**config.mk**
```make
export PLATFORM = sky130hd
export DESIGN_NAME = pad_in_sync
export DESIGN_NICKNAME = d
export VERILOG_FILES = /design/src/pad_cfg_pkg.sv /design/src/pad_in_sync.sv
export VERILOG_INCLUDE_DIRS = /design/src
export SDC_FILE = /design/constraint.sdc
export NUM_CORES = 1
export LEC_CHECK = 0
export ABC_AREA = 1
export BUFFER_PORTS_ARGS = -buffer_cell sky130_fd_sc_hd__buf_2
export CAP_MARGIN = 40
export CORE_MARGIN = 2
export CORE_UTILIZATION = 38
export DETAILED_ROUTE_END_ITERATION = 8
export PLACE_DENSITY = 0.89
export SLEW_MARGIN = 20
export SYNTH_ARGS = -nofsm -noshare
export SYNTH_HDL_FRONTEND = slang
export SYNTH_SLANG_ARGS = --single-unit
```
**constraint.sdc**
```tcl
create_clock -name clk_i -period 1.2 [get_ports clk_i]
set_input_delay 0.24 -clock clk_i [delete_from_list [all_inputs] [get_ports clk_i]]
set_output_delay 0.24 -clock clk_i [all_outputs]
set_load 0.02 [all_outputs]
```
**src/pad_params.svh**
```systemverilog
/*
 * Pad counts and register byte offsets for the pad subsystem.
 * Included by the packages and by every module that sizes pads or decodes offsets.
 */
`ifndef PAD_PARAMS_SVH
`define PAD_PARAMS_SVH

// ~~~~~~~~~~~~~~~~~~~~~~~~~~~~~~~~~~~~~~~~~~~~~~~~~~~~~~~~~~~~~~~~~~~~~~~~~~~~
// Pad counts
`define PAD_NUM_GPIO 8
`define PAD_NUM_CS   2

// ~~~~~~~~~~~~~~~~~~~~~~~~~~~~~~~~~~~~~~~~~~~~~~~~~~~~~~~~~~~~~~~~~~~~~~~~~~~~
// Register map, byte offsets inside the window
`define PAD_ADDR_W       4
`define PAD_REG_GPIO_OUT 4'h0
`define PAD_REG_GPIO_OE  4'h4
`define PAD_REG_MODE     4'h8
`define PAD_REG_GPIO_IN  4'hC  // Read only.

`endif

```
**src/pad_cfg_pkg.sv**
```systemverilog
/*
 * Pad-side types: mode word, register write data and the control bundle
 * that the register bank hands to the pad ring.
 */
`include "pad_params.svh"

package pad_cfg_pkg;

  typedef struct packed {
    logic        spi_en;   // SPI host pads.
    logic        i2c_en;   // I2C open-drain pads.
    logic        uart_en;  // UART tx pad.
    logic [28:0] rsvd;
  } pad_mode_t;

  // One write word, decoded per target register.
  typedef union packed {
    logic [31:0] raw;   // GPIO registers.
    pad_mode_t   mode;  // Mode register.
  } reg_wdata_u;

  typedef struct packed {
    logic [`PAD_NUM_GPIO-1:0] gpio_out;
    logic [`PAD_NUM_GPIO-1:0] gpio_oe;
    logic                     spi_sck_out;
    logic                     spi_sck_oe;
    logic [`PAD_NUM_CS-1:0]   spi_csb_out;
    logic [`PAD_NUM_CS-1:0]   spi_csb_oe;
    logic [3:0]               spi_sd_out;
    logic [3:0]               spi_sd_oe;
    logic                     i2c_scl_oe;  // Pad pulls low when set.
    logic                     i2c_sda_oe;
    logic                     uart_tx_out;
    logic                     uart_tx_oe;
  } pad_ctrl_t;

  typedef struct packed {
    logic                    wr;
    logic                    rd;
    logic [`PAD_ADDR_W-3:0]  addr;  // Word address.
    reg_wdata_u              wdata;
  } reg_op_t;

endpackage

```
**src/pad_in_sync.sv**
```systemverilog
/*
 * Brings the GPIO pin levels into the clock domain and answers register
 * reads with the selected register or the synchronized input word.
 */
`include "pad_params.svh"

module pad_in_sync (
  input  logic                     clk_i,
  input  logic                     rst_n_i,
  input  logic [`PAD_NUM_GPIO-1:0] gpio_raw_i,
  input  logic [`PAD_NUM_GPIO-1:0] gpio_out_q_i,
  input  logic [`PAD_NUM_GPIO-1:0] gpio_oe_q_i,
  input  pad_cfg_pkg::pad_mode_t   mode_q_i,
  input  logic [`PAD_ADDR_W-3:0]   rd_addr_i,
  output logic [`PAD_NUM_GPIO-1:0] gpio_in_o,
  output logic [31:0]              rdata_o
);

  logic [`PAD_NUM_GPIO-1:0] meta_q;
  logic [`PAD_NUM_GPIO-1:0] sync_q;

  // ~~~~~~~~~~~~~~~~~~~~~~~~~~~~~~~~~~~~~~~~~~~~~~~~~~~~~~~~~~~~~~~~~~~~~~~~~~
  // Two-flop synchronizer
  always_ff @(posedge clk_i) begin
    if (!rst_n_i) begin
      meta_q <= '0;
      sync_q <= '0;
    end else begin
      meta_q <= gpio_raw_i;  // May go metastable.
      sync_q <= meta_q;
    end
  end

  assign gpio_in_o = sync_q;

  // ~~~~~~~~~~~~~~~~~~~~~~~~~~~~~~~~~~~~~~~~~~~~~~~~~~~~~~~~~~~~~~~~~~~~~~~~~~
  // Read-back multiplexer
  always_comb begin
    case ({rd_addr_i, 2'b00})
      `PAD_REG_GPIO_OUT: rdata_o = 32'(gpio_out_q_i);
      `PAD_REG_GPIO_OE:  rdata_o = 32'(gpio_oe_q_i);
      `PAD_REG_MODE:     rdata_o = mode_q_i;
      `PAD_REG_GPIO_IN:  rdata_o = 32'(sync_q);
      default:           rdata_o = 32'h0;
    endcase
  end

endmodule

```
==> results of run 1 <==
[timing repair]
action,CTS,global route
setup endpoints to repair,24,26
gates resized for setup,5,29
setup buffers,0,1
pin swaps,2,9
[flip-flops by register name, indices dropped and copies added, names as in the netlist]
signal and cells:
gpio_in_o 8, meta_q 8
[tightest hold or removal path, delay by kind of cell]
kind	cells	cell delay, ns
simple gates	1	0.04
buf+inv	2	0.11
[Yosys cell counts (all sizes together)]
cell    number  area share
nand4        8       0.051
buf          7       0.074
clkbuf       1      0.0051
nand3       24        0.12
dfxtp       16        0.33
inv         42        0.17
nor2        25        0.13
nand2       25        0.11
[kinds of logic after synthesis]
| group | count (synthesis) |
|---|---|
| DFF | 16 |
| buffers and inverters | 50 |
| and+or+nand+nor | 82 |
[worst max path at each step]
stage,from,to,slack (ns),cells past startpoint
after floorplan,rd_addr_i[0],rdata_o[11],0.05,5
after global placement,rd_addr_i[0],rdata_o[3],-0.06,5
after detailed placement,rd_addr_i[0],rdata_o[0],-0.06,5
after CTS,gpio_in_o[7]$_SDFF_PN0_,rdata_o[7],0.003,3
after global routing,rd_addr_i[1],rdata_o[3],-0.01,6
final,rd_addr_i[1],rdata_o[3],0.01,6
[metal layers]
layer / wire length (um) / vias to the layer above / part of all wire / track usage
met5: 0 / - / 0 / 0
li1: - / 642 / - / -
met3: 356 / 2 / 0.13 / 0.03552
met1: 959 / 536 / 0.35 / 0.1567
met4: 4 / 0 / 0.0015 / 0.06250
met2: 1390 / 54 / 0.51 / 0.3214
[final cells by class]
type,count,share of cell area
timing repair buffer,107,0.3934
multi-input combinational,82,0.2640
sequential,16,0.2017
inverter,42,0.1039
tap,30,0.02309
clock buffer,3,0.01386
[placed cells by master (no fill, tap or decap)]
cell,instances
dfxtp_2,6
nand2_1,24
nand4_1,8
nand3_2,3
inv_1,40
clkbuf_4,3
inv_8,1
buf_2,86
buf_12,2
nor2_4,2
buf_4,12
nand3_1,21
nor2_2,10
nand2_8,1
nor2_1,13
dfxtp_1,10
clkinvlp_4,1
buf_6,7
[stage by stage]
step / utilization / TNS (ns)
2_1_floorplan: - / 0
3_5_place_dp: 0.6091 / -0.5110
4_1_cts: 0.6239 / 0
5_1_grt: 0.6621 / -0.02252
3_3_place_gp: 0.6091 / -0.4029
6_report: 0.6621 / 0
[where the power goes]
part | total (mW) | leakage (nW) | internal, mW | switching, mW
clock | 0.256 | 0.0138 | 0.116 | 0.140
combinational | 0.468 | 0.914 | 0.217 | 0.252
sequential | 0.566 | 0.135 | 0.557 | 0.00897
==> flow_metrics.tcl, run 1 <==
set metrics [dict create \
    status "finished, final reports clean" \
    path_clk_slew_ns 0.08 \
    hold_ws_ns 0.1456 \
    drc_errors 0 \
    fin_crit_ns 1.187 \
    ys_seq_area_frac 0.3286 \
    start_kind "input pin" \
    clock_path_buffers 2 \
    worstMarginPinSlew_ns 0.2592 \
    final_cells 280 \
    rsz0062_at_grt "true" \
    dp_cells 276 \
    place_ws_ns -0.06243 \
    die_w_um 54.65 \
    insertion_delay_ns 0.27 \
    path_cells "buf_12 > buf_12 > buf_6 > nand3_2 > nand4_1 > buf_6" \
    htreeDepth 1 \
    yosys.area_share.simple 0.4223 \
    vias 1234 \
    ctsHoldBuffers 0 \
    min_path_type "in2reg" \
    worstHoldPathCells 3 \
    worst-path-max-fanout 6 \
    gp_congestion 0.6900 \
    n_antenna_cell 0 \
    syn-num-nets 208 \
    io_buffers 99 \
    path_delay_family "buffers and inverters" \
    worstHoldEndpoint "meta_q[2]$_SDFF_PN0_" \
    r2r_start "meta_q[0]$_SDFF_PN0_" \
    post-route-period-util 0.9891 \
    power_density_nw_per_um2 793.8 \
    max_stage_delay_ns 0.16 \
    clock_skew_ns 0.0001444 \
    layout_setup_ws_ns 0.01309 \
    drv_cap 0 \
    nFillCells 234 \
    arrival_ns 0.95 \
    slew_viol_final 0 \
    crit_required_ns 0.96 \
    die_area_um2 2986 \
    area_growth_syn_to_layout_pct 66.75 \
    synth_top_family_by_area "simple AND/OR/NAND/NOR gates" \
    synth-seq-cells 16 \
    synth_xor_area_frac 0 \
    worstHoldStart "gpio_raw_i[2]" \
    core-area_um2 2455 \
    dieHeight_um 54.65 \
    final_layout_size_suffix_gt1_frac 0.5360 \
    synth_cells 148 \
    grt_usage 0.1615 \
    synth_area_per_cell_um2 6.586 \
    dp_hpwl_um 2190 \
    power.total_mw 1.290 \
    drtIter0Drc 10 \
    antenna_found_initial 0 \
    hold_viol_final 0 \
    clockRootBuffer "clkbuf_4" \
    ir_worst_vdd_mv 0.8966 \
    worst-r2r-cell-count 2 \
    antenna_left 0 \
    syn-cell-area_um2 974.7 \
    seq_area_um2 327.8 \
    setup-violations-final 0 \
    worstSetupPathType "in2out" \
    num_io_pins 100 \
    dpl_cell_area_um2 1495 \
    critPathSlowestCell "buf_6" \
    fmax_mhz 842.5 \
    maxSlewHeadroom 0.8272 \
    cts_buffers 3 \
    endpoint_kind "output port" \
    yosysWarnings 0 \
    layout.nets 312 \
    r2r_slack_ns 0.69 \
    synth_mux_area_frac 0 \
    rr_endpoint "gpio_in_o[0]$_SDFF_PN0_" \
    cts_tree "yes" \
    yosysUniqueCellTypes 13 \
    dr.pass1.iters 4 \
    grt-ovfl-total 0 \
    drt-total-wl_um 2710 \
    grt_pass1_wl_um 3532 \
    grt_pass1_vias 935 \
    grt_max_degree 25 \
    wl_per_cell_um 9.679 \
    cp_num_buf_inv 4 \
    total_leakage_power_nw 1.063 \
    synth-compound-area-share 0 \
    synthAdderAreaFrac 0 \
    routed_via_density 4.407 \
    core.rowCount 18 \
    finalInstanceArea_um2 1625 \
    start_util 0.3970 \
    multi_input_area_um2 429.2 \
    clock_sinks 16 \
]
(Power assumes the default switching activity.)
==> run 2, diff against run 1 <==
--- a/config.mk
+++ b/config.mk
@@ -7,7 +7,7 @@
 export NUM_CORES = 1
 export LEC_CHECK = 0
 export ABC_AREA = 1
-export BUFFER_PORTS_ARGS = -buffer_cell sky130_fd_sc_hd__buf_2
+export BUFFER_PORTS_ARGS = -buffer_cell sky130_fd_sc_hd__clkbuf_2
 export CAP_MARGIN = 40
 export CORE_MARGIN = 2
 export CORE_UTILIZATION = 38
==> run 2 against run 1 <==
  * Sequential cell count is the same
  * Sequential power hardly changed
  * Combinational power increased by 2%
  * Worst setup slack gained 0.0015 ns
  * Register-to-register slack is essentially flat
  * Die area stayed put
  * Cell area up 1.8%
  * Utilization increased by 1.2 points
==> flow_metrics.tcl, run 2 (same netlist as run 1, synthesis figures left out) <==
set metrics [dict create \
    status "finished, final reports clean" \
    drt-total-wl_um 2780 \
    power_density_nw_per_um2 836.9 \
    place_ws_ns -0.07393 \
    core-area_um2 2455 \
    worstMarginPinSlew_ns 0.2939 \
    wl_per_cell_um 10.00 \
    cts_buffers 3 \
    setup-violations-final 0 \
    area_growth_syn_to_layout_pct 69.71 \
    clock_skew_ns 0.007514 \
    start_util 0.3970 \
    insertion_delay_ns 0.28 \
    final_util 0.6738 \
    clockRootBuffer "clkbuf_4" \
    grt_usage 0.1648 \
    gp_congestion 0.7498 \
    ir_worst_vdd_mv 0.8263 \
    total_leakage_power_nw 1.064 \
    path_cells "nand3_2 > nand4_1 > clkbuf_8" \
    endpoint_kind "output port" \
    drtIter0Drc 10 \
    final_layout_size_suffix_gt1_frac 0.5444 \
    htreeDepth 1 \
    nFillCells 230 \
    die_area_um2 2986 \
    min_path_type "in2reg" \
    grt_max_degree 25 \
    layout_setup_ws_ns 0.01456 \
    worstHoldPathCells 3 \
    worst-path-max-fanout 2 \
    post-route-period-util 0.9879 \
    drv_cap 0 \
    grt-ovfl-total 0 \
    fin_tns_setup_ns 0 \
    layout.nets 309 \
    drc_errors 0 \
    core.rowCount 18 \
    dr.pass1.iters 4 \
    crit_required_ns 0.96 \
    final_common_cell "clkbuf_2" \
    grt_pass1_vias 967 \
    hold_viol_final 0 \
    fin_crit_ns 1.185 \
    routed_via_density 4.496 \
    clock_path_buffers 2 \
    dieHeight_um 54.65 \
    worstSetupPathType "reg2out" \
    clock_sinks 16 \
    start_kind "register" \
    die_w_um 54.65 \
    critPathSlowestCell "dfxtp_2" \
    arrival_ns 0.95 \
    worst-r2r-cell-count 2 \
    vias 1250 \
    n_antenna_cell 0 \
    dp_hpwl_um 2211 \
    max_stage_delay_ns 0.33 \
    slew_viol_final 0 \
    num_io_pins 100 \
    final_cells 278 \
    cts_tree "yes" \
    path_clk_slew_ns 0.09 \
    power.total_mw 1.384 \
    most-common-layout-cells "clkbuf_2, inv_1, nand2_1" \
    dp_cells 274 \
    maxSlewHeadroom 0.8041 \
    antenna_found_initial 0 \
    antenna_left 0 \
    io_buffers 99 \
    grt_pass1_wl_um 3574 \
    rsz0062_at_grt "true" \
    fmax_mhz 843.6 \
]
## run 2: layout make-up
| class | instances | area [um^2] | area share |
|---|---|---|---|
| clock buffers | 4 | 36.28 | 0.02194 |
| well taps | 30 | 37.54 | 0.02269 |
| repair buffers | 104 | 646.9 | 0.3911 |
| multi-input cells | 82 | 439.2 | 0.2655 |
| inverters | 42 | 165.2 | 0.09985 |
| flip-flops and latches | 16 | 329.1 | 0.1989 |
## run 2: report_power, final
group	switching (mW)	internal [mW]
Combinational	0.256	0.222
Sequential	0.0106	0.558
Clock	0.154	0.185
Total	0.420	0.964
## run 2: path summary, 6_finish.rpt
kind	start	endpoint	slack, ns
setup reg to reg	meta_q[3]$_SDFF_PN0_	gpio_in_o[3]$_SDFF_PN0_	0.69
hold / removal	gpio_raw_i[4]	meta_q[4]$_SDFF_PN0_	0.14
hold reg to reg	meta_q[0]$_SDFF_PN0_	gpio_in_o[0]$_SDFF_PN0_	0.42
setup / recovery	gpio_in_o[7]$_SDFF_PN0_	rdata_o[7]	0.01
## run 2: critical path: cells and delay by family, from the launching register on
| family | cells | cell delay [ns] |
|---|---|---|
| buffers and inverters | 1 | 0.18 |
| and+or+nand+nor | 2 | 0.15 |
| DFF | 1 | 0.33 |
## run 2: what timing repair did
item / in CTS / in global routing
hold buffers: 0 / 0
gates resized for setup: 24 / 17
pin swaps: 5 / 9
endpoints found under the setup margin: 16 / 8
gates cloned: 0 / 0
setup buffers: 0 / 0
## run 2: metrics by stage
| step | hold WS, ns | instance area (um^2) |
|---|---|---|
| floorplan | 0.3335 | 974.7 |
| global placement | 0.3929 | 1505 |
| detailed placement | 0.4005 | 1505 |
| CTS | 0.1308 | 1614 |
| global route | 0.1391 | 1654 |
| finish | 0.1364 | 1654 |
## run 2: layer usage
metal | GRT usage | routed length (um) | up-vias
met5 | 0 | 0 | -
met4 | 0.1000 | 38 | 0
met3 | 0.04918 | 371 | 7
met2 | 0.3274 | 1499 | 69
met1 | 0.1379 | 870 | 536
li1 | - | - | 638
