--- src/pad_params.svh ---
/*
 * Pad counts and register byte offsets for the pad subsystem.
 * Included by the packages and by every module that sizes pads or decodes offsets.
 */
`ifndef PAD_PARAMS_SVH
`define PAD_PARAMS_SVH

// ~~~~~~~~~~~~~~~~~~~~~~~~~~~~~~~~~~~~~~~~~~~~~~~~~~~~~~~~~~~~~~~~~~~~~~~~~~~~
// Pad counts
`define PAD_NUM_GPIO 8
`define PAD_NUM_CS   2

// ~~~~~~~~~~~~~~~~~~~~~~~~~~~~~~~~~~~~~~~~~~~~~~~~~~~~~~~~~~~~~~~~~~~~~~~~~~~~
// Register map, byte offsets inside the window
`define PAD_ADDR_W       4
`define PAD_REG_GPIO_OUT 4'h0
`define PAD_REG_GPIO_OE  4'h4
`define PAD_REG_MODE     4'h8
`define PAD_REG_GPIO_IN  4'hC  // Read only.

`endif

--- src/pad_cfg_pkg.sv ---
/*
 * Pad-side types: mode word, register write data and the control bundle
 * that the register bank hands to the pad ring.
 */
`include "pad_params.svh"

package pad_cfg_pkg;

  typedef struct packed {
    logic        spi_en;   // SPI host pads.
    logic        i2c_en;   // I2C open-drain pads.
    logic        uart_en;  // UART tx pad.
    logic [28:0] rsvd;
  } pad_mode_t;

  // One write word, decoded per target register.
  typedef union packed {
    logic [31:0] raw;   // GPIO registers.
    pad_mode_t   mode;  // Mode register.
  } reg_wdata_u;

  typedef struct packed {
    logic [`PAD_NUM_GPIO-1:0] gpio_out;
    logic [`PAD_NUM_GPIO-1:0] gpio_oe;
    logic                     spi_sck_out;
    logic                     spi_sck_oe;
    logic [`PAD_NUM_CS-1:0]   spi_csb_out;
    logic [`PAD_NUM_CS-1:0]   spi_csb_oe;
    logic [3:0]               spi_sd_out;
    logic [3:0]               spi_sd_oe;
    logic                     i2c_scl_oe;  // Pad pulls low when set.
    logic                     i2c_sda_oe;
    logic                     uart_tx_out;
    logic                     uart_tx_oe;
  } pad_ctrl_t;

  typedef struct packed {
    logic                    wr;
    logic                    rd;
    logic [`PAD_ADDR_W-3:0]  addr;  // Word address.
    reg_wdata_u              wdata;
  } reg_op_t;

endpackage

--- src/axil_pkg.sv ---
/*
 * AXI4-Lite channel bundles and response codes for the register port.
 */
package axil_pkg;

  typedef enum logic [1:0] {
    AXIL_RESP_OKAY   = 2'b00,
    AXIL_RESP_SLVERR = 2'b10
  } axil_resp_e;

  // Master-driven half of the bus.
  typedef struct packed {
    logic        aw_valid;
    logic [31:0] aw_addr;
    logic        w_valid;
    logic [31:0] w_data;
    logic        b_ready;
    logic        ar_valid;
    logic [31:0] ar_addr;
    logic        r_ready;
  } axil_req_t;

  // Slave-driven half.
  typedef struct packed {
    logic        aw_ready;
    logic        w_ready;
    logic        b_valid;
    axil_resp_e  b_resp;
    logic        ar_ready;
    logic        r_valid;
    logic [31:0] r_data;
    axil_resp_e  r_resp;
  } axil_rsp_t;

endpackage

--- src/axil_reg_decode.sv ---
/*
 * AXI4-Lite slave front end. Accepts one write and one read at a time and
 * turns them into single-cycle register strobes with OKAY/SLVERR responses.
 */
`include "pad_params.svh"

module axil_reg_decode (
  input  logic                 clk_i,
  input  logic                 rst_n_i,
  input  axil_pkg::axil_req_t  axil_req_i,
  output axil_pkg::axil_rsp_t  axil_rsp_o,
  output pad_cfg_pkg::reg_op_t reg_op_o,
  input  logic [31:0]          rdata_i,
  output logic                 addr_err_o
);
  import axil_pkg::*;

  logic       bvalid_q, rvalid_q;
  axil_resp_e bresp_q, rresp_q;
  logic [31:0] rdata_q;
  logic       wr_acc, rd_acc;
  logic       wr_err, rd_err;

  // ~~~~~~~~~~~~~~~~~~~~~~~~~~~~~~~~~~~~~~~~~~~~~~~~~~~~~~~~~~~~~~~~~~~~~~~~~~
  // Acceptance and offset checks
  assign wr_acc = axil_req_i.aw_valid & axil_req_i.w_valid & ~bvalid_q;
  assign rd_acc = axil_req_i.ar_valid & ~rvalid_q;

  assign wr_err = (axil_req_i.aw_addr[31:`PAD_ADDR_W] != '0) ||
                  (axil_req_i.aw_addr[1:0] != 2'b00) ||
                  (axil_req_i.aw_addr[`PAD_ADDR_W-1:0] == `PAD_REG_GPIO_IN);  // RO register.
  assign rd_err = (axil_req_i.ar_addr[31:`PAD_ADDR_W] != '0) ||
                  (axil_req_i.ar_addr[1:0] != 2'b00);

  assign addr_err_o = (wr_acc & wr_err) | (rd_acc & rd_err);

  assign reg_op_o.wr         = wr_acc & ~wr_err;  // Bad writes change nothing.
  assign reg_op_o.rd         = rd_acc & ~rd_err;
  assign reg_op_o.addr       = wr_acc ? axil_req_i.aw_addr[`PAD_ADDR_W-1:2]
                                      : axil_req_i.ar_addr[`PAD_ADDR_W-1:2];
  assign reg_op_o.wdata.raw  = axil_req_i.w_data;

  // ~~~~~~~~~~~~~~~~~~~~~~~~~~~~~~~~~~~~~~~~~~~~~~~~~~~~~~~~~~~~~~~~~~~~~~~~~~
  // Response channels
  always_ff @(posedge clk_i) begin
    if (!rst_n_i) begin
      bvalid_q <= 1'b0;
      rvalid_q <= 1'b0;
    end else begin
      if (wr_acc) bvalid_q <= 1'b1;
      else if (axil_req_i.b_ready) bvalid_q <= 1'b0;
      if (rd_acc) rvalid_q <= 1'b1;
      else if (axil_req_i.r_ready) rvalid_q <= 1'b0;
    end
  end

  always_ff @(posedge clk_i) begin
    if (wr_acc) bresp_q <= wr_err ? AXIL_RESP_SLVERR : AXIL_RESP_OKAY;
    if (rd_acc) begin
      rresp_q <= rd_err ? AXIL_RESP_SLVERR : AXIL_RESP_OKAY;
      rdata_q <= rd_err ? 32'h0 : rdata_i;  // Unmapped reads return zero.
    end
  end

  assign axil_rsp_o.aw_ready = wr_acc;  // AW and W taken together.
  assign axil_rsp_o.w_ready  = wr_acc;
  assign axil_rsp_o.b_valid  = bvalid_q;
  assign axil_rsp_o.b_resp   = bresp_q;
  assign axil_rsp_o.ar_ready = rd_acc;
  assign axil_rsp_o.r_valid  = rvalid_q;
  assign axil_rsp_o.r_data   = rdata_q;
  assign axil_rsp_o.r_resp   = rresp_q;

  // A write response waits for the master and does not change while it waits.
  a_b_hold: assert property (@(posedge clk_i) disable iff (!rst_n_i)
    (bvalid_q && !axil_req_i.b_ready) |=> (bvalid_q && $stable(bresp_q)))
    else $error("b_valid dropped or b_resp changed before b_ready");

endmodule

--- config.mk ---
export PLATFORM = sky130hd
export DESIGN_NAME = axil_reg_decode
export DESIGN_NICKNAME = d
export VERILOG_FILES = /design/src/pad_cfg_pkg.sv /design/src/axil_pkg.sv /design/src/axil_reg_decode.sv
export VERILOG_INCLUDE_DIRS = /design/src
export SDC_FILE = /design/constraint.sdc
export NUM_CORES = 1
export LEC_CHECK = 0
export ABC_CLOCK_PERIOD_IN_PS = 1800
export BUFFER_PORTS_ARGS = -buffer_cell sky130_fd_sc_hd__buf_2
export CAP_MARGIN = 10
export CORE_AREA = 2 2 86 80
export DETAILED_ROUTE_END_ITERATION = 6
export DIE_AREA = 0 0 88 82
export GPL_TIMING_DRIVEN = 1
export PLACE_DENSITY_LB_ADDON = 0.25
export SETUP_SLACK_MARGIN = 0.15
export SLEW_MARGIN = 20
export SYNTH_ARGS = -nofsm -noshare
export SYNTH_HDL_FRONTEND = slang
export SYNTH_SLANG_ARGS = --single-unit
--- constraint.sdc ---
create_clock -name clk_i -period 1.8 [get_ports clk_i]
set_clock_uncertainty 0.2 [all_clocks]
set_input_delay 0.18 -clock clk_i [delete_from_list [all_inputs] [get_ports clk_i]]
set_output_delay 0.18 -clock clk_i [all_outputs]
set_load 0.03 [all_outputs]
==> out/metrics.yaml, run 1 <==
status: "complete, but fails checks"
violations: "negative hold slack"
drv_cap: 0
cts_tree: "done"
min-delay-start: "rst_n_i"
avgViaCountPerCell: 4.12
grt_max_degree: 33
wl_per_cell_microns: 15.3
cp_cell_sequence: "nand3b_1 -> buf_6 -> mux2_4 -> buf_6"
holdWs_ps: -21.2
port_buffers: 146
period_minus_slack_ps: 1750
grtUsageTotal_pct: 15.4
r2r_start: "rvalid_q"
arrival_ps: 1370
drive_gt1_share_pct: 58.3
antenna_found_initial: 0
reg2reg_slack_ps: 340
p_leak_uw: 0.00140
hold_path_end: "bvalid_q"
drt-total-wl_mm: 6.09
std_cell_rows: 28
hold_violations: 1
grt_pass1_wl_mm: 8.27
dr.pass1.iters: 4
path_common_cell: "buf_6"
startpoint: "bvalid_q"
drv_slew: 0
ant_nets: 0
htree_levels: 2
final_cells: 397
crit_slowest_cell: "dfxtp_2"
vias: 1635
clk_latency_ps: 280
worst_setup_path_start_kind: "flop"
synth_top_area_cell: "edfxtp_1"
fin_util_pct: 48.3
die_w_microns: 88
cp.required_ps: 1420
num_io_pins: 213
cts.clk_slew.worst_paths_ps: 70
clock_sinks: 36
syn_to_final_growth_pct: 67.9
core_sq_um: 6340
synth.area.top_cells: "edfxtp_1 56%, buf_4 16%, and2_1 11%"
reg2reg_depth: 4
crit_path_max_fanout: 6
finalCritPeriodShare_pct: 97.3
yosys_warnings: 0
synth.top_cell.area_share_pct: 55.9
ys_seq_elements: 36
drcViolationCount: 0
clockBufferDepth: 2
start_util_pct: 28.8
placed_cells: 347
grt-ovfl-total: 0
yosysSeqAreaShare_pct: 58.1
hold_depth: 2
gp_congestion: 0.756
clockRootBuffer: "clkbuf_8"
end_kind: "output port"
syn_area_sq_um: 1830
nNetsFinal: 441
die_y_microns: 82
p_per_area_nw_per_um2: 683
max_freq_mhz: 571
ir_drop_uv: 306
hold_path.class: "primary input to flop"
synth.distinct_cells: 20
cts_made_buffers: 5
grt_pass1_vias: 1654
synth.avg_cell_area_sq_um: 12.3
hpwl_mm: 4.46
drt_iter0_drc: 38
worst_r2r_endpoint: "rdata_q[14]"
worstSetupPathType: "flop to output port"
fillerInstances: 583
die_area_sq_um: 7220
max_stage_delay_ps: 330
antenna_cells: 0
fin_setup_tns_ps: 0
synth_cells: 148
rsz0062_at_grt: "yes"
setup_violations: 0
## report_power, final
part	internal (uW)	total (uW)	switching [uW]	leakage, uW
combinational	219	441	222	0.000998
clock	403	686	283	0.0000532
sequential	956	967	11.3	0.000349
total	1580	2090	517	0.00140
## timing repair
item,CTS,global route
cloned,1,0
setup endpoints to repair,8,41
pin swaps,4,3
endpoints found under the hold margin,34,0
resized for setup,22,7
hold buffers,36,0
setup buffers,4,2
## cell type report
class	instances	area, sq um	area share, %
timing repair buffer	192	1260	41.0
multi-input combinational	67	504	16.5
tap	90	113	3.67
inverter	4	21.3	0.694
clock inverter	3	37.5	1.22
clock buffer	5	68.8	2.25
sequential	36	1060	34.7
## per-stage QoR
| stage | power [uW] | cell area, sq um | worst slack (ps) |
|---|---|---|---|
| global route | 2170 | 3060 | 7.05 |
| global placement | 1310 | 2410 | 13.3 |
| finish | 2090 | 3060 | 48.1 |
| detailed placement | 1310 | 2410 | 41.5 |
| floorplan | 1280 | 1840 | 68.3 |
| CTS | 2100 | 3020 | 60.4 |
## Yosys cell counts
cell and n:
buf_6 3, o211a_1 1, nand4_1 4, and2_1 32
edfxtp_1 34, nand2_1 1, nor2_4 1, conb_1 1
nor4_1 14, nor2_1 2, nand2b_1 2, a211oi_1 1
mux2_2 2, inv_1 4, a21boi_0 1, dfxtp_1 2
o22ai_1 1, buf_4 39, nand3b_1 1, nor3_1 2
## how the worst max path moves through the flow
stage / to / cells past startpoint
finish: reg_op_o[32] / 4
global route: reg_op_o[32] / 4
CTS: reg_op_o[32] / 4
detailed placement: addr_err_o / 6
global placement: addr_err_o / 6
floorplan: axil_rsp_o[35] / 3
## layer usage
metal,global-route usage [%],share of wire [%]
met2,28.9,53
met3,9.45,13
met4,2.00,0.57
met5,0,0
met1,14.7,33
## cells by family after synthesis
kind of cell           Yosys count  synth area share (%)
AOI/OAI and AO/OA                4                  1.71
DFF                             36                  58.1
and+or+nand+nor                 59                  20.0
buffers and inverters           46                  18.7
muxes                            2                  1.23
other                            1                 0.205
## sequential cells by signal (all words and copies together) (netlist names)
register  count
bresp_q       1
rvalid_q      1
bvalid_q      1
rdata_q      32
rresp_q       1
## cells in the final DEF (no fill, tap or decap), types with 2 or more instances in the layout
| master | n |
|---|---|
| clkinv_1 | 2 |
| buf_4 | 10 |
| inv_1 | 2 |
| nor2_1 | 2 |
| edfxtp_1 | 34 |
| nand4_1 | 4 |
| clkbuf_8 | 5 |
| mux2_4 | 2 |
| nor4_2 | 5 |
| buf_2 | 138 |
| and2_1 | 32 |
| dfxtp_2 | 2 |
| conb_1 | 2 |
| buf_12 | 2 |
| buf_6 | 6 |
| nor4_1 | 8 |
| dlygate4sd3_1 | 35 |
## critical path: cells and delay by family, from the launching register on
family        cells  cell delay, ps
mux               1             300
buf+inv           2             290
flops             1             330
simple gates      1             170
Power figures use the tool's default switching activity.
==> run 2: changes to the inputs <==
Settings changed: ABC_CLOCK_PERIOD_IN_PS 1800 to 2000, CORE_AREA 2 2 86 80 to 2 2 82 84, DIE_AREA 0 0 88 82 to 0 0 84 86.
Clock period 1.8 ns to 2 ns, I/O delays scaled along.
==> run 2 against run 1 <==
Net effect:
- the flow now finishes without violations
- count of clock-buffer cells in the layout unchanged
- clock power fell by 29%
- first-iteration DRC count up 21%
- via count shrank 1.6%
- critical path type is now primary input to output port
- total power down 18%
- hold slack improved by 30 ps
- combinational power decreased by 21%
- wire length rose by 3.8%
- largest cell class unchanged
- critical path depth up 1
- cell count down 6.3%
- critical endpoint is now axil_rsp_o[35]
- highest routed layer is now met5
- non-clock buffer count shrank 12
==> out/metrics.yaml, run 2 (synthesis gave the netlist of run 1 again) <==
cp_cell_sequence: "dlygate4sd3_1 -> buf_2 -> nand2b_1 -> clkinvlp_4 -> buf_2"
htree_levels: 2
placed_cells: 336
largest_reg_flops: 32
core_sq_um: 6280
start_util_pct: 29.1
fin_ws_ps: 196
wl_per_cell_microns: 17.0
max_stage_delay_ps: 530
ant_nets: 0
max_freq_mhz: 554
fillerInstances: 631
drv_slew: 0
worst_setup_path_start_kind: "primary input"
avgViaCountPerCell: 4.33
rsz0062_at_grt: "yes"
path_common_cell: "buf_2"
grt-ovfl-total: 0
syn_to_final_growth_pct: 51.9
cp.required_ps: 1600
clock_sinks: 36
worstSetupPathType: "primary input to output port"
crit_slowest_cell: "dlygate4sd3_1"
grtUsageTotal_pct: 16.7
drive_gt1_share_pct: 56.3
end_kind: "output port"
hpwl_mm: 5.30
clockBufferDepth: 2
final_cell_mix: "145 x buf_2, 34 x edfxtp_1, 32 x and2_1, 27 x dlygate4sd3_1, 14 x nor4_1"
final_common_cell: "buf_2"
antenna_cells: 0
drt_iter0_drc: 46
gp_congestion: 0.884
antenna_found_initial: 0
grt_pass1_wl_mm: 9.00
std_cell_rows: 29
die_area_sq_um: 7220
cts_tree: "done"
clk_latency_ps: 280
hold_path.class: "primary input to flop"
period_minus_slack_ps: 1800
ir_drop_uv: 259
fin_setup_tns_ps: 0
die_y_microns: 86
largest-register: "rdata_q"
crit_buf_inv: 4
cts_made_buffers: 5
finalCritPeriodShare_pct: 90.2
final_cells: 372
arrival_ps: 1400
drt-total-wl_mm: 6.32
grt_max_degree: 20
nNetsFinal: 429
p_per_area_nw_per_um2: 616
status: "finished, final reports clean"
dr.pass1.iters: 4
clockRootBuffer: "clkbuf_8"
p_leak_uw: 0.00129
drv_cap: 0
critPathTopFamily: "buffers and inverters"
hold_violations: 0
grt_pass1_vias: 1696
cts.clk_slew.worst_paths_ps: 70
setup_violations: 0
dp_slack_ps: 204
drcViolationCount: 0
port_buffers: 146
vias: 1609
die_w_microns: 84
num_io_pins: 213
crit_path_max_fanout: 3
run 2: changes by cell type in the layout (fill, tap and decap cells not counted), sizes merged:
cell | before | now
clkbuf | 5 | 6
clkinv | 2 | 3
bufbuf | 1 | 0
bufinv | 1 | 0
buf | 156 | 152
dlygate4sd3 | 35 | 27
run 2: path summary, 6_finish.rpt:
path	from	to	depth (start not counted)	slack, ps
max	axil_req_i[33]	axil_rsp_o[35]	5	200
max reg2reg	bvalid_q	bvalid_q	3	380
min reg2reg	bvalid_q	bresp_q[1]	2	680
min	rdata_i[8]	rdata_q[8]	2	8
run 2: repair_timing:
item	4_1_cts	5_1_grt
cloned	0	0
setup endpoints to repair	1	5
setup buffers	1	0
hold buffers	24	3
pin swaps	0	1
resized for setup	1	3
endpoints found under the hold margin	22	3
run 2: power by group:
group,leakage [uW],internal [uW],switching (uW)
Sequential,0.000348,860,10.9
Combinational,0.000900,163,188
Clock,0.0000453,236,250
Total,0.00129,1260,449
run 2: final cells by class:
class                      instances  area [sq um]  area share [%]
clock buffer                       5          68.8            2.48
clock inverter                     3          13.8           0.496
inverter                           4          18.8           0.677
multi-input combinational         67           432            15.6
sequential                        36          1060            38.3
tap                               77          96.3            3.47
timing repair buffer             180          1080            39.0
run 2: stage by stage:
step | hold slack, ps | util (%) | cell area (sq um) | power, uW
4_1_cts | 0.165 | 43.6 | 2730 | 1720
3_3_place_gp | 200 | 38.2 | 2400 | 1190
2_1_floorplan | 138 | - | 1830 | 1150
5_1_grt | 5.41 | 44.2 | 2770 | 1780
3_5_place_dp | 200 | 38.2 | 2400 | 1190
6_report | 8.48 | 44.2 | 2770 | 1710
run 2: metal layers:
metal	track usage (%)	vias up	routed length, microns
met5	7.69	-	74
met4	4.69	2	89
met3	11.1	10	950
met2	27.6	111	3150
met1	17.0	714	2060
li1	-	772	-
