`src/pad_params.svh`:
```
/*
 * Pad counts and register byte offsets for the pad subsystem.
 * Included by the packages and by every module that sizes pads or decodes offsets.
 */
`ifndef PAD_PARAMS_SVH
`define PAD_PARAMS_SVH

// ~~~~~~~~~~~~~~~~~~~~~~~~~~~~~~~~~~~~~~~~~~~~~~~~~~~~~~~~~~~~~~~~~~~~~~~~~~~~
// Pad counts
`define PAD_NUM_GPIO 8
`define PAD_NUM_CS   2

// ~~~~~~~~~~~~~~~~~~~~~~~~~~~~~~~~~~~~~~~~~~~~~~~~~~~~~~~~~~~~~~~~~~~~~~~~~~~~
// Register map, byte offsets inside the window
`define PAD_ADDR_W       4
`define PAD_REG_GPIO_OUT 4'h0
`define PAD_REG_GPIO_OE  4'h4
`define PAD_REG_MODE     4'h8
`define PAD_REG_GPIO_IN  4'hC  // Read only.

`endif

```
`src/pad_cfg_pkg.sv`:
```
/*
 * Pad-side types: mode word, register write data and the control bundle
 * that the register bank hands to the pad ring.
 */
`include "pad_params.svh"

package pad_cfg_pkg;

  typedef struct packed {
    logic        spi_en;   // SPI host pads.
    logic        i2c_en;   // I2C open-drain pads.
    logic        uart_en;  // UART tx pad.
    logic [28:0] rsvd;
  } pad_mode_t;

  // One write word, decoded per target register.
  typedef union packed {
    logic [31:0] raw;   // GPIO registers.
    pad_mode_t   mode;  // Mode register.
  } reg_wdata_u;

  typedef struct packed {
    logic [`PAD_NUM_GPIO-1:0] gpio_out;
    logic [`PAD_NUM_GPIO-1:0] gpio_oe;
    logic                     spi_sck_out;
    logic                     spi_sck_oe;
    logic [`PAD_NUM_CS-1:0]   spi_csb_out;
    logic [`PAD_NUM_CS-1:0]   spi_csb_oe;
    logic [3:0]               spi_sd_out;
    logic [3:0]               spi_sd_oe;
    logic                     i2c_scl_oe;  // Pad pulls low when set.
    logic                     i2c_sda_oe;
    logic                     uart_tx_out;
    logic                     uart_tx_oe;
  } pad_ctrl_t;

  typedef struct packed {
    logic                    wr;
    logic                    rd;
    logic [`PAD_ADDR_W-3:0]  addr;  // Word address.
    reg_wdata_u              wdata;
  } reg_op_t;

endpackage

```
`src/pad_ctrl_regs.sv`:
```
/*
 * Writable pad registers (GPIO out, GPIO enable, mode) and the pad control
 * bundle built from them and the peripheral pin signals.
 */
`include "pad_params.svh"

module pad_ctrl_regs (
  input  logic                     clk_i,
  input  logic                     rst_n_i,
  input  pad_cfg_pkg::reg_op_t     reg_op_i,
  input  logic                     spi_sck_i,
  input  logic                     spi_sck_en_i,
  input  logic [`PAD_NUM_CS-1:0]   spi_csb_i,
  input  logic [`PAD_NUM_CS-1:0]   spi_csb_oe_i,
  input  logic [3:0]               spi_sd_i,
  input  logic [3:0]               spi_sd_oe_i,
  input  logic                     i2c_scl_oe_i,
  input  logic                     i2c_sda_oe_i,
  input  logic                     uart_tx_i,
  output pad_cfg_pkg::pad_ctrl_t   pad_ctrl_o,
  output logic [`PAD_NUM_GPIO-1:0] gpio_out_q_o,
  output logic [`PAD_NUM_GPIO-1:0] gpio_oe_q_o,
  output pad_cfg_pkg::pad_mode_t   mode_q_o
);
  import pad_cfg_pkg::*;

  logic [`PAD_NUM_GPIO-1:0] gpio_out_q;
  logic [`PAD_NUM_GPIO-1:0] gpio_oe_q;
  pad_mode_t                mode_q;

  // ~~~~~~~~~~~~~~~~~~~~~~~~~~~~~~~~~~~~~~~~~~~~~~~~~~~~~~~~~~~~~~~~~~~~~~~~~~
  // Register writes
  always_ff @(posedge clk_i) begin
    if (!rst_n_i) begin
      gpio_out_q <= '0;
      gpio_oe_q  <= '0;  // All pads released.
      mode_q     <= '0;
    end else if (reg_op_i.wr) begin
      case ({reg_op_i.addr, 2'b00})
        `PAD_REG_GPIO_OUT: gpio_out_q <= reg_op_i.wdata.raw[`PAD_NUM_GPIO-1:0];
        `PAD_REG_GPIO_OE:  gpio_oe_q  <= reg_op_i.wdata.raw[`PAD_NUM_GPIO-1:0];
        `PAD_REG_MODE: begin
          mode_q.spi_en  <= reg_op_i.wdata.mode.spi_en;
          mode_q.i2c_en  <= reg_op_i.wdata.mode.i2c_en;
          mode_q.uart_en <= reg_op_i.wdata.mode.uart_en;
          mode_q.rsvd    <= '0;  // Reserved bits read as zero.
        end
        default: ;
      endcase
    end
  end

  // ~~~~~~~~~~~~~~~~~~~~~~~~~~~~~~~~~~~~~~~~~~~~~~~~~~~~~~~~~~~~~~~~~~~~~~~~~~
  // Pad control, peripheral enables gated by the mode bits
  always_comb begin
    pad_ctrl_o.gpio_out    = gpio_out_q;
    pad_ctrl_o.gpio_oe     = gpio_oe_q;
    pad_ctrl_o.spi_sck_out = spi_sck_i;
    pad_ctrl_o.spi_sck_oe  = spi_sck_en_i & mode_q.spi_en;
    pad_ctrl_o.spi_csb_out = spi_csb_i;
    pad_ctrl_o.spi_csb_oe  = spi_csb_oe_i & {`PAD_NUM_CS{mode_q.spi_en}};
    pad_ctrl_o.spi_sd_out  = spi_sd_i;
    pad_ctrl_o.spi_sd_oe   = spi_sd_oe_i & {4{mode_q.spi_en}};
    pad_ctrl_o.i2c_scl_oe  = i2c_scl_oe_i & mode_q.i2c_en;
    pad_ctrl_o.i2c_sda_oe  = i2c_sda_oe_i & mode_q.i2c_en;
    pad_ctrl_o.uart_tx_out = uart_tx_i;
    pad_ctrl_o.uart_tx_oe  = mode_q.uart_en;  // Tx idles high, always driven.
  end

  assign gpio_out_q_o = gpio_out_q;
  assign gpio_oe_q_o  = gpio_oe_q;
  assign mode_q_o     = mode_q;

endmodule

```
`config.mk`:
```
export PLATFORM = sky130hd
export DESIGN_NAME = pad_ctrl_regs
export DESIGN_NICKNAME = d
export VERILOG_FILES = /design/src/pad_cfg_pkg.sv /design/src/pad_ctrl_regs.sv
export VERILOG_INCLUDE_DIRS = /design/src
export SDC_FILE = /design/constraint.sdc
export NUM_CORES = 1
export LEC_CHECK = 0
export BUFFER_PORTS_ARGS = -buffer_cell sky130_fd_sc_hd__buf_2
export CORE_MARGIN = 2
export CORE_UTILIZATION = 35
export CTS_BUF_LIST = sky130_fd_sc_hd__clkbuf_2
export DETAILED_ROUTE_END_ITERATION = 6
export GPL_ROUTABILITY_DRIVEN = 1
export PLACE_DENSITY = 0.8
export SLEW_MARGIN = 0
export SYNTH_ARGS = -nofsm -noshare
export SYNTH_HDL_FRONTEND = slang
export SYNTH_SLANG_ARGS = --single-unit
```
`constraint.sdc`:
```
create_clock -name clk_i -period 0.8 [get_ports clk_i]
set_input_delay 0.04 -clock clk_i [delete_from_list [all_inputs] [get_ports clk_i]]
set_output_delay 0.04 -clock clk_i [all_outputs]
set_load 0.1 [all_outputs]
```
==> impl_metrics.env, run 1 <==
export IMPL_drt_pass1_iterations=4
export IMPL_track_usage_pct=15.5
export IMPL_die_w_um=63.0
export IMPL_p_total_uw=3090
export IMPL_drt_iter0_drc=27
export IMPL_sequentialPowerShare_pct=32.5
export IMPL_die_h_um=63.0
export IMPL_critPathSlowestCell="dfxtp_4"
export IMPL_cap_violations=0
export IMPL_fin_ws_ps=-305
export IMPL_num_antenna_cells=0
export IMPL_cts_tree="done"
export IMPL_cts_htree_levels=1
export IMPL_cts_buffers=3
export IMPL_fmax_mhz=905
export IMPL_powerDensity_nw_per_um2=1380
export IMPL_fin_nets=255
export IMPL_rsz0062_at_grt="true"
export IMPL_via_count=985
export IMPL_finalSetupViolCount=45
export IMPL_multiInputGateArea_sq_um=519
export IMPL_gr_usage_met2_pct=31.9
export IMPL_internal_power_uw=1490
export IMPL_synthCells=141
export IMPL_critPathRequiredTime_ps=760
export IMPL_drtAntennaViolNets=0
export IMPL_cp_arrival_ps=1060
export IMPL_status="finished with violations"
export IMPL_post_synth_cell_area_avg_sq_um=8.64
export IMPL_clockRootBuffer="clkbuf_2"
export IMPL_finalHoldViolCount=0
export IMPL_cts_path_max_buffers=2
export IMPL_wl_mm=3.02
export IMPL_hpwl_mm=2.30
export IMPL_slew_viol_final=0
export IMPL_fp_row_count=21
export IMPL_wl_per_cell_um=12.3
export IMPL_crit_buf_inv=1
export IMPL_cts_sinks=19
export IMPL_max_stage_delay_ps=430
export IMPL_p_leak_uw=0.00102
export IMPL_yosysWarningCount=0
export IMPL_synth_seq_area_share_pct=31.2
export IMPL_ios=137
export IMPL_irDropWorstVdd_mv=0.696
export IMPL_crit_chain="and2_4 > buf_12"
export IMPL_skew_ps=0
export IMPL_overflow=0
export IMPL_whs_ps=80.0
export IMPL_globalplace_congestion=0.709
export IMPL_yosys_cell_types_count=11
export IMPL_grtUsageMet3_pct=2.34
export IMPL_layout_commonest_cell="buf_12"
export IMPL_post_route_min_period_ps=1100
export IMPL_busiest_layer="met2"
export IMPL_combPwrFrac_pct=54.0
export IMPL_antenna_found_initial=0
export IMPL_worst_setup_path_start_kind="flip-flop"
export IMPL_grt_pass1_vias=962
export IMPL_seq_area_sq_um=452
export IMPL_path_class="flip-flop to output pin"
export IMPL_core_area_sq_um=3340
export IMPL_pwr_share_clk_pct=13.5
export IMPL_swShare_pct=51.7
export IMPL_grt_use_met1_pct=14.6
export IMPL_hold_path_class="input pin to output pin"
export IMPL_clkTransAtPathRegs_ps=170
export IMPL_vias_per_cell=4.02
export IMPL_drive_above_1_share_pct=54.3
export IMPL_grt_max_degree=31
export IMPL_clkLatencyLatePin_ps=290
export IMPL_initial_core_util_pct=36.5
export IMPL_critPathCaptureType="output pin"
export IMPL_crit_family="flip-flops"
export IMPL_ys_seq_elements=19
export IMPL_violations="negative setup slack"
export IMPL_mappedNetlistArea_sq_um=1220
export IMPL_num_fill_cells=255
export IMPL_timing_final_crit_share_pct=138
export IMPL_port_buffers=69
export IMPL_switchingPower_uw=1600
export IMPL_area_growth_syn_to_layout_pct=83.9
export IMPL_cp_max_fo=9
export IMPL_drc=0
export IMPL_layout_common_cells="buf_12 (46), nand2_1 (30), conb_1 (29)"
export IMPL_fp_dieArea_sq_um=3970
export IMPL_grt_pass1_wl_mm=4.77
synth_stat cells:
library cell | instances | area, sq um
nand3b_1 | 1 | 7.51
buf_2 | 3 | 15.0
nor3b_2 | 1 | 12.5
and2_1 | 9 | 56.3
nand2_1 | 30 | 113
buf_4 | 56 | 420
buf_6 | 1 | 11.3
conb_1 | 1 | 3.75
mux2i_1 | 19 | 190
and3b_1 | 1 | 8.76
dfxtp_1 | 19 | 380
stage by stage:
stage	worst slack (ps)	util, %	setup TNS (ps)	cell area [sq um]	std cells
finish	-305	67.2	-7330	2240	245
global route	-362	67.2	-9290	2240	245
detailed placement	-40.7	62.5	-181	2080	227
CTS	-326	67.2	-8340	2240	245
global placement	-0.690	62.5	-0.920	2080	227
floorplan	-181	-	-1580	1630	169
layer usage:
| layer | vias up | wire length [um] |
|---|---|---|
| li1 | 475 | - |
| met1 | 453 | 949 |
| met2 | 55 | 1840 |
| met3 | 2 | 212 |
| met4 | 0 | 19 |
| met5 | - | 0 |
kinds of logic after synthesis:
| group | share of synthesized area, % |
|---|---|
| buf+inv | 36.7 |
| flops | 31.2 |
| mux | 15.6 |
| other cells | 0.308 |
| simple gates | 16.2 |
sequential cells by signal, indices dropped and copies added, names as in the netlist:
| register | count |
|---|---|
| mode_q_o | 3 |
| gpio_oe_q_o | 8 |
| gpio_out_q_o | 8 |
power by group through the flow:
stage / sequential [uW] / combinational [uW] / clock, uW
detailed placement: 1030 / 1610 / 0
global placement: 1020 / 1600 / 0
CTS: 1000 / 1670 / 437
global route: 1010 / 1710 / 458
floorplan: 1240 / 1400 / 0
finish: 1000 / 1670 / 416
worst paths after layout:
kind                                      start              end  slack (ps)  cells past startpoint
worst max-delay path               mode_q_o[31]   pad_ctrl_o[16]        -300                      2
worst min-delay path                spi_sd_i[2]   pad_ctrl_o[10]          80                      0
worst max register to register  gpio_out_q_o[2]  gpio_out_q_o[2]          40                      3
worst min register to register  gpio_out_q_o[3]  gpio_out_q_o[3]         520                      2
final cells by class:
class | instances | area share (%)
Timing Repair Buffer | 86 | 53.2
Multi-Input combinational cell | 90 | 23.2
Sequential cell | 19 | 20.2
Tap cell | 46 | 2.57
Clock buffer | 4 | 0.893
what timing repair did:
item                                   CTS  global route
gates cloned                             0             0
buffers inserted                         3             0
gates resized for setup                  1             0
setup endpoints to repair               45            45
pin swaps                                2             0
endpoints found under the hold margin   19             0
hold buffers                            11             0
No activity file was read; power rests on OpenSTA's default activity.
==> run 2: changes to the inputs <==
--- a/config.mk
+++ b/config.mk
@@ -14,3 +14,3 @@
 export GPL_ROUTABILITY_DRIVEN = 1
-export PLACE_DENSITY = 0.8
+export PLACE_DENSITY = 0.87
 export SLEW_MARGIN = 0
--- a/constraint.sdc
+++ b/constraint.sdc
@@ -3,2 +3,2 @@
 set_output_delay 0.04 -clock clk_i [all_outputs]
-set_load 0.1 [all_outputs]
+set_load 0.05 [all_outputs]
==> impl_metrics.env, run 2 (synthesis results as in run 1) <==
export IMPL_dp_cells=227
export IMPL_fin_area_sq_um=2000
export IMPL_area_growth_syn_to_layout_pct=64.4
export IMPL_ios=137
export IMPL_globalplace_congestion=0.595
export IMPL_num_fill_cells=276
export IMPL_via_count=977
export IMPL_fp_row_count=21
export IMPL_cap_violations=0
export IMPL_p_leak_uw=0.000968
export IMPL_track_usage_pct=15.0
export IMPL_die_w_um=63.0
export IMPL_irDropWorstVdd_mv=0.907
export IMPL_die_h_um=63.0
export IMPL_grt_pass1_vias=1005
export IMPL_layout_common_cells="buf_8 (44), nand2_1 (30), conb_1 (29)"
export IMPL_hpwl_mm=1.74
export IMPL_wl_met2_mm=1.62
export IMPL_fin_nets=254
export IMPL_cts_path_max_buffers=2
export IMPL_critPathSlowestCell="dfxtp_4"
export IMPL_sequentialPowerShare_pct=41.0
export IMPL_wl_mm=2.87
export IMPL_hold_path_depth=0
export IMPL_max_stage_delay_ps=400
export IMPL_drc=0
export IMPL_slew_viol_final=0
export IMPL_pwr_share_clk_pct=16.9
export IMPL_num_antenna_cells=0
export IMPL_rsz0062_at_grt="true"
export IMPL_status="finished with violations"
export IMPL_clkTransAtPathRegs_ps=170
export IMPL_wl_met3_um=285
export IMPL_rr_worst_depth=2
export IMPL_internal_power_uw=1400
export IMPL_vias_per_cell=4.00
export IMPL_antenna_found_initial=0
export IMPL_drt_pass1_iterations=4
export IMPL_skew_ps=0
export IMPL_fp_dieArea_sq_um=3970
export IMPL_critPathRequiredTime_ps=760
export IMPL_overflow=0
export IMPL_finalSetupViolCount=45
export IMPL_crit_chain="and2_2 > buf_6"
export IMPL_layout_commonest_cell="buf_8"
export IMPL_post_route_min_period_ps=1050
export IMPL_fmax_mhz=949
export IMPL_cts_tree="done"
export IMPL_top_layer_used="met3"
export IMPL_hold_path_class="input pin to output pin"
export IMPL_instances_no_fill=244
export IMPL_place_area_sq_um=1360
export IMPL_core_area_sq_um=3340
export IMPL_combPwrFrac_pct=42.0
export IMPL_drtAntennaViolNets=0
export IMPL_rrSetupSlack_ps=140
export IMPL_cts_sinks=19
export IMPL_cts_buffers=3
export IMPL_powerDensity_nw_per_um2=1210
export IMPL_timing_final_crit_share_pct=132
export IMPL_clockRootBuffer="clkbuf_2"
export IMPL_drt_iter0_drc=30
export IMPL_swShare_pct=41.8
export IMPL_drive_above_1_share_pct=54.0
export IMPL_violations="negative setup slack"
export IMPL_worst_setup_path_start_kind="flip-flop"
export IMPL_fin_ws_ps=-254
export IMPL_grt_pass1_wl_mm=4.73
export IMPL_cp_arrival_ps=1010
export IMPL_grt_max_degree=31
export IMPL_switchingPower_uw=1010
export IMPL_initial_core_util_pct=36.5
export IMPL_path_class="flip-flop to output pin"
export IMPL_critPathCaptureType="output pin"
export IMPL_port_buffers=69
export IMPL_wl_met1_um=958
export IMPL_wl_per_cell_um=11.8
export IMPL_finalHoldViolCount=0
export IMPL_clkLatencyLatePin_ps=290
export IMPL_whs_ps=80.0
export IMPL_cp_max_fo=9
export IMPL_cts_htree_levels=1
## run 2: changes by cell type in the layout (fill, tap and decap cells not counted)
cell,previous run,this run
and2_4,9,8
buf_8,0,44
buf_4,4,3
and2_2,0,1
buf_12,46,1
buf_6,1,2
## run 2: through the flow
stage               utilization (%)  TNS [ps]  setup WS, ps  total power [uW]
finish                         60.0     -5310          -254              2410
global route                   60.0     -8500          -315              2540
CTS                            59.4     -6330          -273              2430
detailed placement             40.9      -196         -35.2              1840
global placement               40.9      -154         -23.2              1830
floorplan                         -     -29.1         -29.1              1950
## run 2: final timing paths
path,startpoint,end
setup / recovery,mode_q_o[31],pad_ctrl_o[12]
hold / removal,spi_csb_i[1],pad_ctrl_o[15]
setup reg to reg,gpio_oe_q_o[3],gpio_oe_q_o[3]
hold reg to reg,mode_q_o[30],mode_q_o[30]
## run 2: power groups by stage
| stage | combinational (uW) | clock, uW | sequential (uW) |
|---|---|---|---|
| after global placement | 807 | 0 | 1030 |
| after global routing | 1050 | 491 | 999 |
| final | 1010 | 409 | 991 |
| after detailed placement | 813 | 0 | 1030 |
| after floorplan | 806 | 0 | 1140 |
| after CTS | 998 | 439 | 994 |
## run 2: worst max-delay path, delay by kind of cell, from the launching register on
family | cells | cell delay [ps]
DFF | 1 | 400
buffers and inverters | 1 | 150
and+or+nand+nor | 1 | 170
## run 2: cell type report
class | instances | area [sq um] | area share (%)
flip-flops and latches | 19 | 452 | 22.5
multi-input cells | 90 | 518 | 25.9
repair buffers | 85 | 956 | 47.7
clock buffers | 4 | 20.0 | 0.999
well taps | 46 | 57.6 | 2.87
## run 2: what timing repair did
| action | in CTS | in global routing |
|---|---|---|
| hold endpoints to repair | 19 | 0 |
| hold buffers | 11 | 0 |
| gates resized for setup | 149 | 4 |
| buffers inserted | 1 | 1 |
| pin swaps | 1 | 1 |
| setup endpoints to repair | 45 | 45 |
## run 2: layer usage
metal | global-route usage (%) | vias to the layer above
met5 | 0 | -
met4 | 0.833 | 0
met3 | 6.31 | 0
met2 | 29.9 | 62
met1 | 14.7 | 440
li1 | - | 475
==> run 3: changes to the inputs <==
==> constraint.sdc (replaced) <==
create_clock -name clk_i -period 0.8 [get_ports clk_i]
set_input_delay 0.08 -clock clk_i [delete_from_list [all_inputs] [get_ports clk_i]]
set_output_delay 0.08 -clock clk_i [all_outputs]
set_load 0.05 [all_outputs]
==> impl_metrics.env, run 3 (synthesis results as in run 1) <==
export IMPL_instances_no_fill=246
export IMPL_die_w_um=63.0
export IMPL_track_usage_pct=15.7
export IMPL_worst_setup_path_start_kind="flip-flop"
export IMPL_cts_tree="done"
export IMPL_hold_end="gpio_out_q_o[0]"
export IMPL_drt_iter0_drc=75
export IMPL_core_area_sq_um=3340
export IMPL_cp_arrival_ps=1010
export IMPL_num_fill_cells=275
export IMPL_clkTransAtPathRegs_ps=160
export IMPL_overflow=0
export IMPL_globalplace_congestion=0.629
export IMPL_wl_per_cell_um=13.0
export IMPL_wl_mm=3.21
export IMPL_timing_rr_start="gpio_oe_q_o[6]"
export IMPL_whs_ps=54.1
export IMPL_rsz0062_at_grt="true"
export IMPL_die_h_um=63.0
export IMPL_r2r_end="gpio_oe_q_o[6]"
export IMPL_drtAntennaViolNets=0
export IMPL_rrSetupSlack_ps=60
export IMPL_drt_pass1_iterations=4
export IMPL_fmax_mhz=917
export IMPL_rr_worst_depth=3
export IMPL_critPathRequiredTime_ps=720
export IMPL_via_count=1007
export IMPL_cts_buffers=3
export IMPL_fin_ws_ps=-291
export IMPL_finalHoldViolCount=0
export IMPL_initial_core_util_pct=36.5
export IMPL_finalSetupViolCount=45
export IMPL_clockRootBuffer="clkbuf_2"
export IMPL_drive_above_1_share_pct=55.5
export IMPL_area_growth_syn_to_layout_pct=66.3
export IMPL_vias_per_cell=4.09
export IMPL_slew_viol_final=0
export IMPL_skew_ps=0
export IMPL_post_route_min_period_ps=1090
export IMPL_port_buffers=69
export IMPL_p_total_uw=2420
export IMPL_multiInputGateArea_sq_um=522
export IMPL_cts_htree_levels=1
export IMPL_antenna_found_initial=0
export IMPL_grt_max_degree=31
export IMPL_cap_violations=0
export IMPL_drc=0
export IMPL_seq_area_sq_um=452
export IMPL_powerDensity_nw_per_um2=1190
export IMPL_hold_path_class="input pin to flip-flop"
export IMPL_critPathCaptureType="output pin"
export IMPL_hpwl_mm=1.87
export IMPL_path_class="flip-flop to output pin"
export IMPL_status="finished with violations"
export IMPL_ios=137
export IMPL_layout_commonest_cell="buf_8"
export IMPL_cp_max_fo=9
export IMPL_grt_pass1_wl_mm=4.84
export IMPL_num_antenna_cells=0
export IMPL_crit_chain="and2_4 > buf_8"
export IMPL_fin_nets=256
export IMPL_critPathSlowestCell="dfxtp_4"
export IMPL_cts_path_max_buffers=2
export IMPL_max_stage_delay_ps=420
export IMPL_timing_final_crit_share_pct=136
export IMPL_irDropWorstVdd_mv=0.773
export IMPL_fp_dieArea_sq_um=3970
export IMPL_clkLatencyLatePin_ps=290
export IMPL_layout_common_cells="buf_8 (45), nand2_1 (29), conb_1 (29)"
export IMPL_crit_buf_inv=1
export IMPL_worstHoldStart="reg_op_i[0]"
export IMPL_hold_path_depth=3
export IMPL_fp_row_count=21
export IMPL_cts_sinks=19
export IMPL_dp_cells=229
export IMPL_violations="negative setup slack"
export IMPL_grt_pass1_vias=965
export IMPL_p_leak_uw=0.000982
export IMPL_crit_family="flip-flops"
[run 3: cell count changes in the layout (fill, tap and decap cells not counted), sizes merged]
cell,before,now
buf,74,77
dlygate4sd3,11,10
[run 3: area by class of cell]
| type | count | share of cell area (%) |
|---|---|---|
| flip-flops and latches | 19 | 22.3 |
| multi-input cells | 90 | 25.7 |
| repair buffers | 87 | 48.1 |
| well taps | 46 | 2.84 |
| clock buffers | 4 | 0.988 |
[run 3: what timing repair did]
item                                    4_1_cts  5_1_grt
hold buffers                                  5        5
buffers inserted                              1        2
gates resized for setup                     132        7
gates cloned                                  0        0
pin swaps                                     1        1
endpoints found under the hold margin         5        9
endpoints found under the setup margin       45       46
[run 3: worst max path at each step]
stage | start | endpoint | slack (ps) | cells after the start
global placement | reg_op_i[33] | gpio_out_q_o[7] | -60 | 4
global route | mode_q_o[31] | pad_ctrl_o[5] | -380 | 2
detailed placement | reg_op_i[33] | gpio_out_q_o[3] | -60 | 4
floorplan | mode_q_o[31] | pad_ctrl_o[12] | -3 | 1
CTS | mode_q_o[31] | pad_ctrl_o[16] | -310 | 2
finish | mode_q_o[31] | pad_ctrl_o[13] | -290 | 2
[run 3: tightest hold or removal path: cells and delay by family]
family | cells | cell delay (ps)
buf+inv | 1 | 100
mux | 1 | 70
simple gates | 1 | 70
[run 3: report_power, final]
| group | total, uW | switching, uW | internal [uW] |
|---|---|---|---|
| sequential | 994 | 53.0 | 941 |
| clock | 399 | 266 | 133 |
| combinational | 1030 | 689 | 338 |
| total | 2420 | 1010 | 1410 |
[run 3: metrics by stage]
stage                     utilization, %  area, sq um  setup TNS [ps]  worst slack (ps)
final                               60.7         2030           -7060              -291
after global routing                60.7         2030          -11160              -382
after CTS                           58.2         1940           -8260              -312
after detailed placement            42.7         1420            -675             -61.2
after global placement              42.7         1420            -567             -61.7
after floorplan                        -         1420           -3.11             -3.11
[run 3: metal layers]
metal | GRT usage (%) | share of wire (%)
met5 | 0 | 0
met1 | 15.9 | 36
met3 | 5.95 | 9.4
met2 | 30.5 | 54
met4 | 2.50 | 0.59
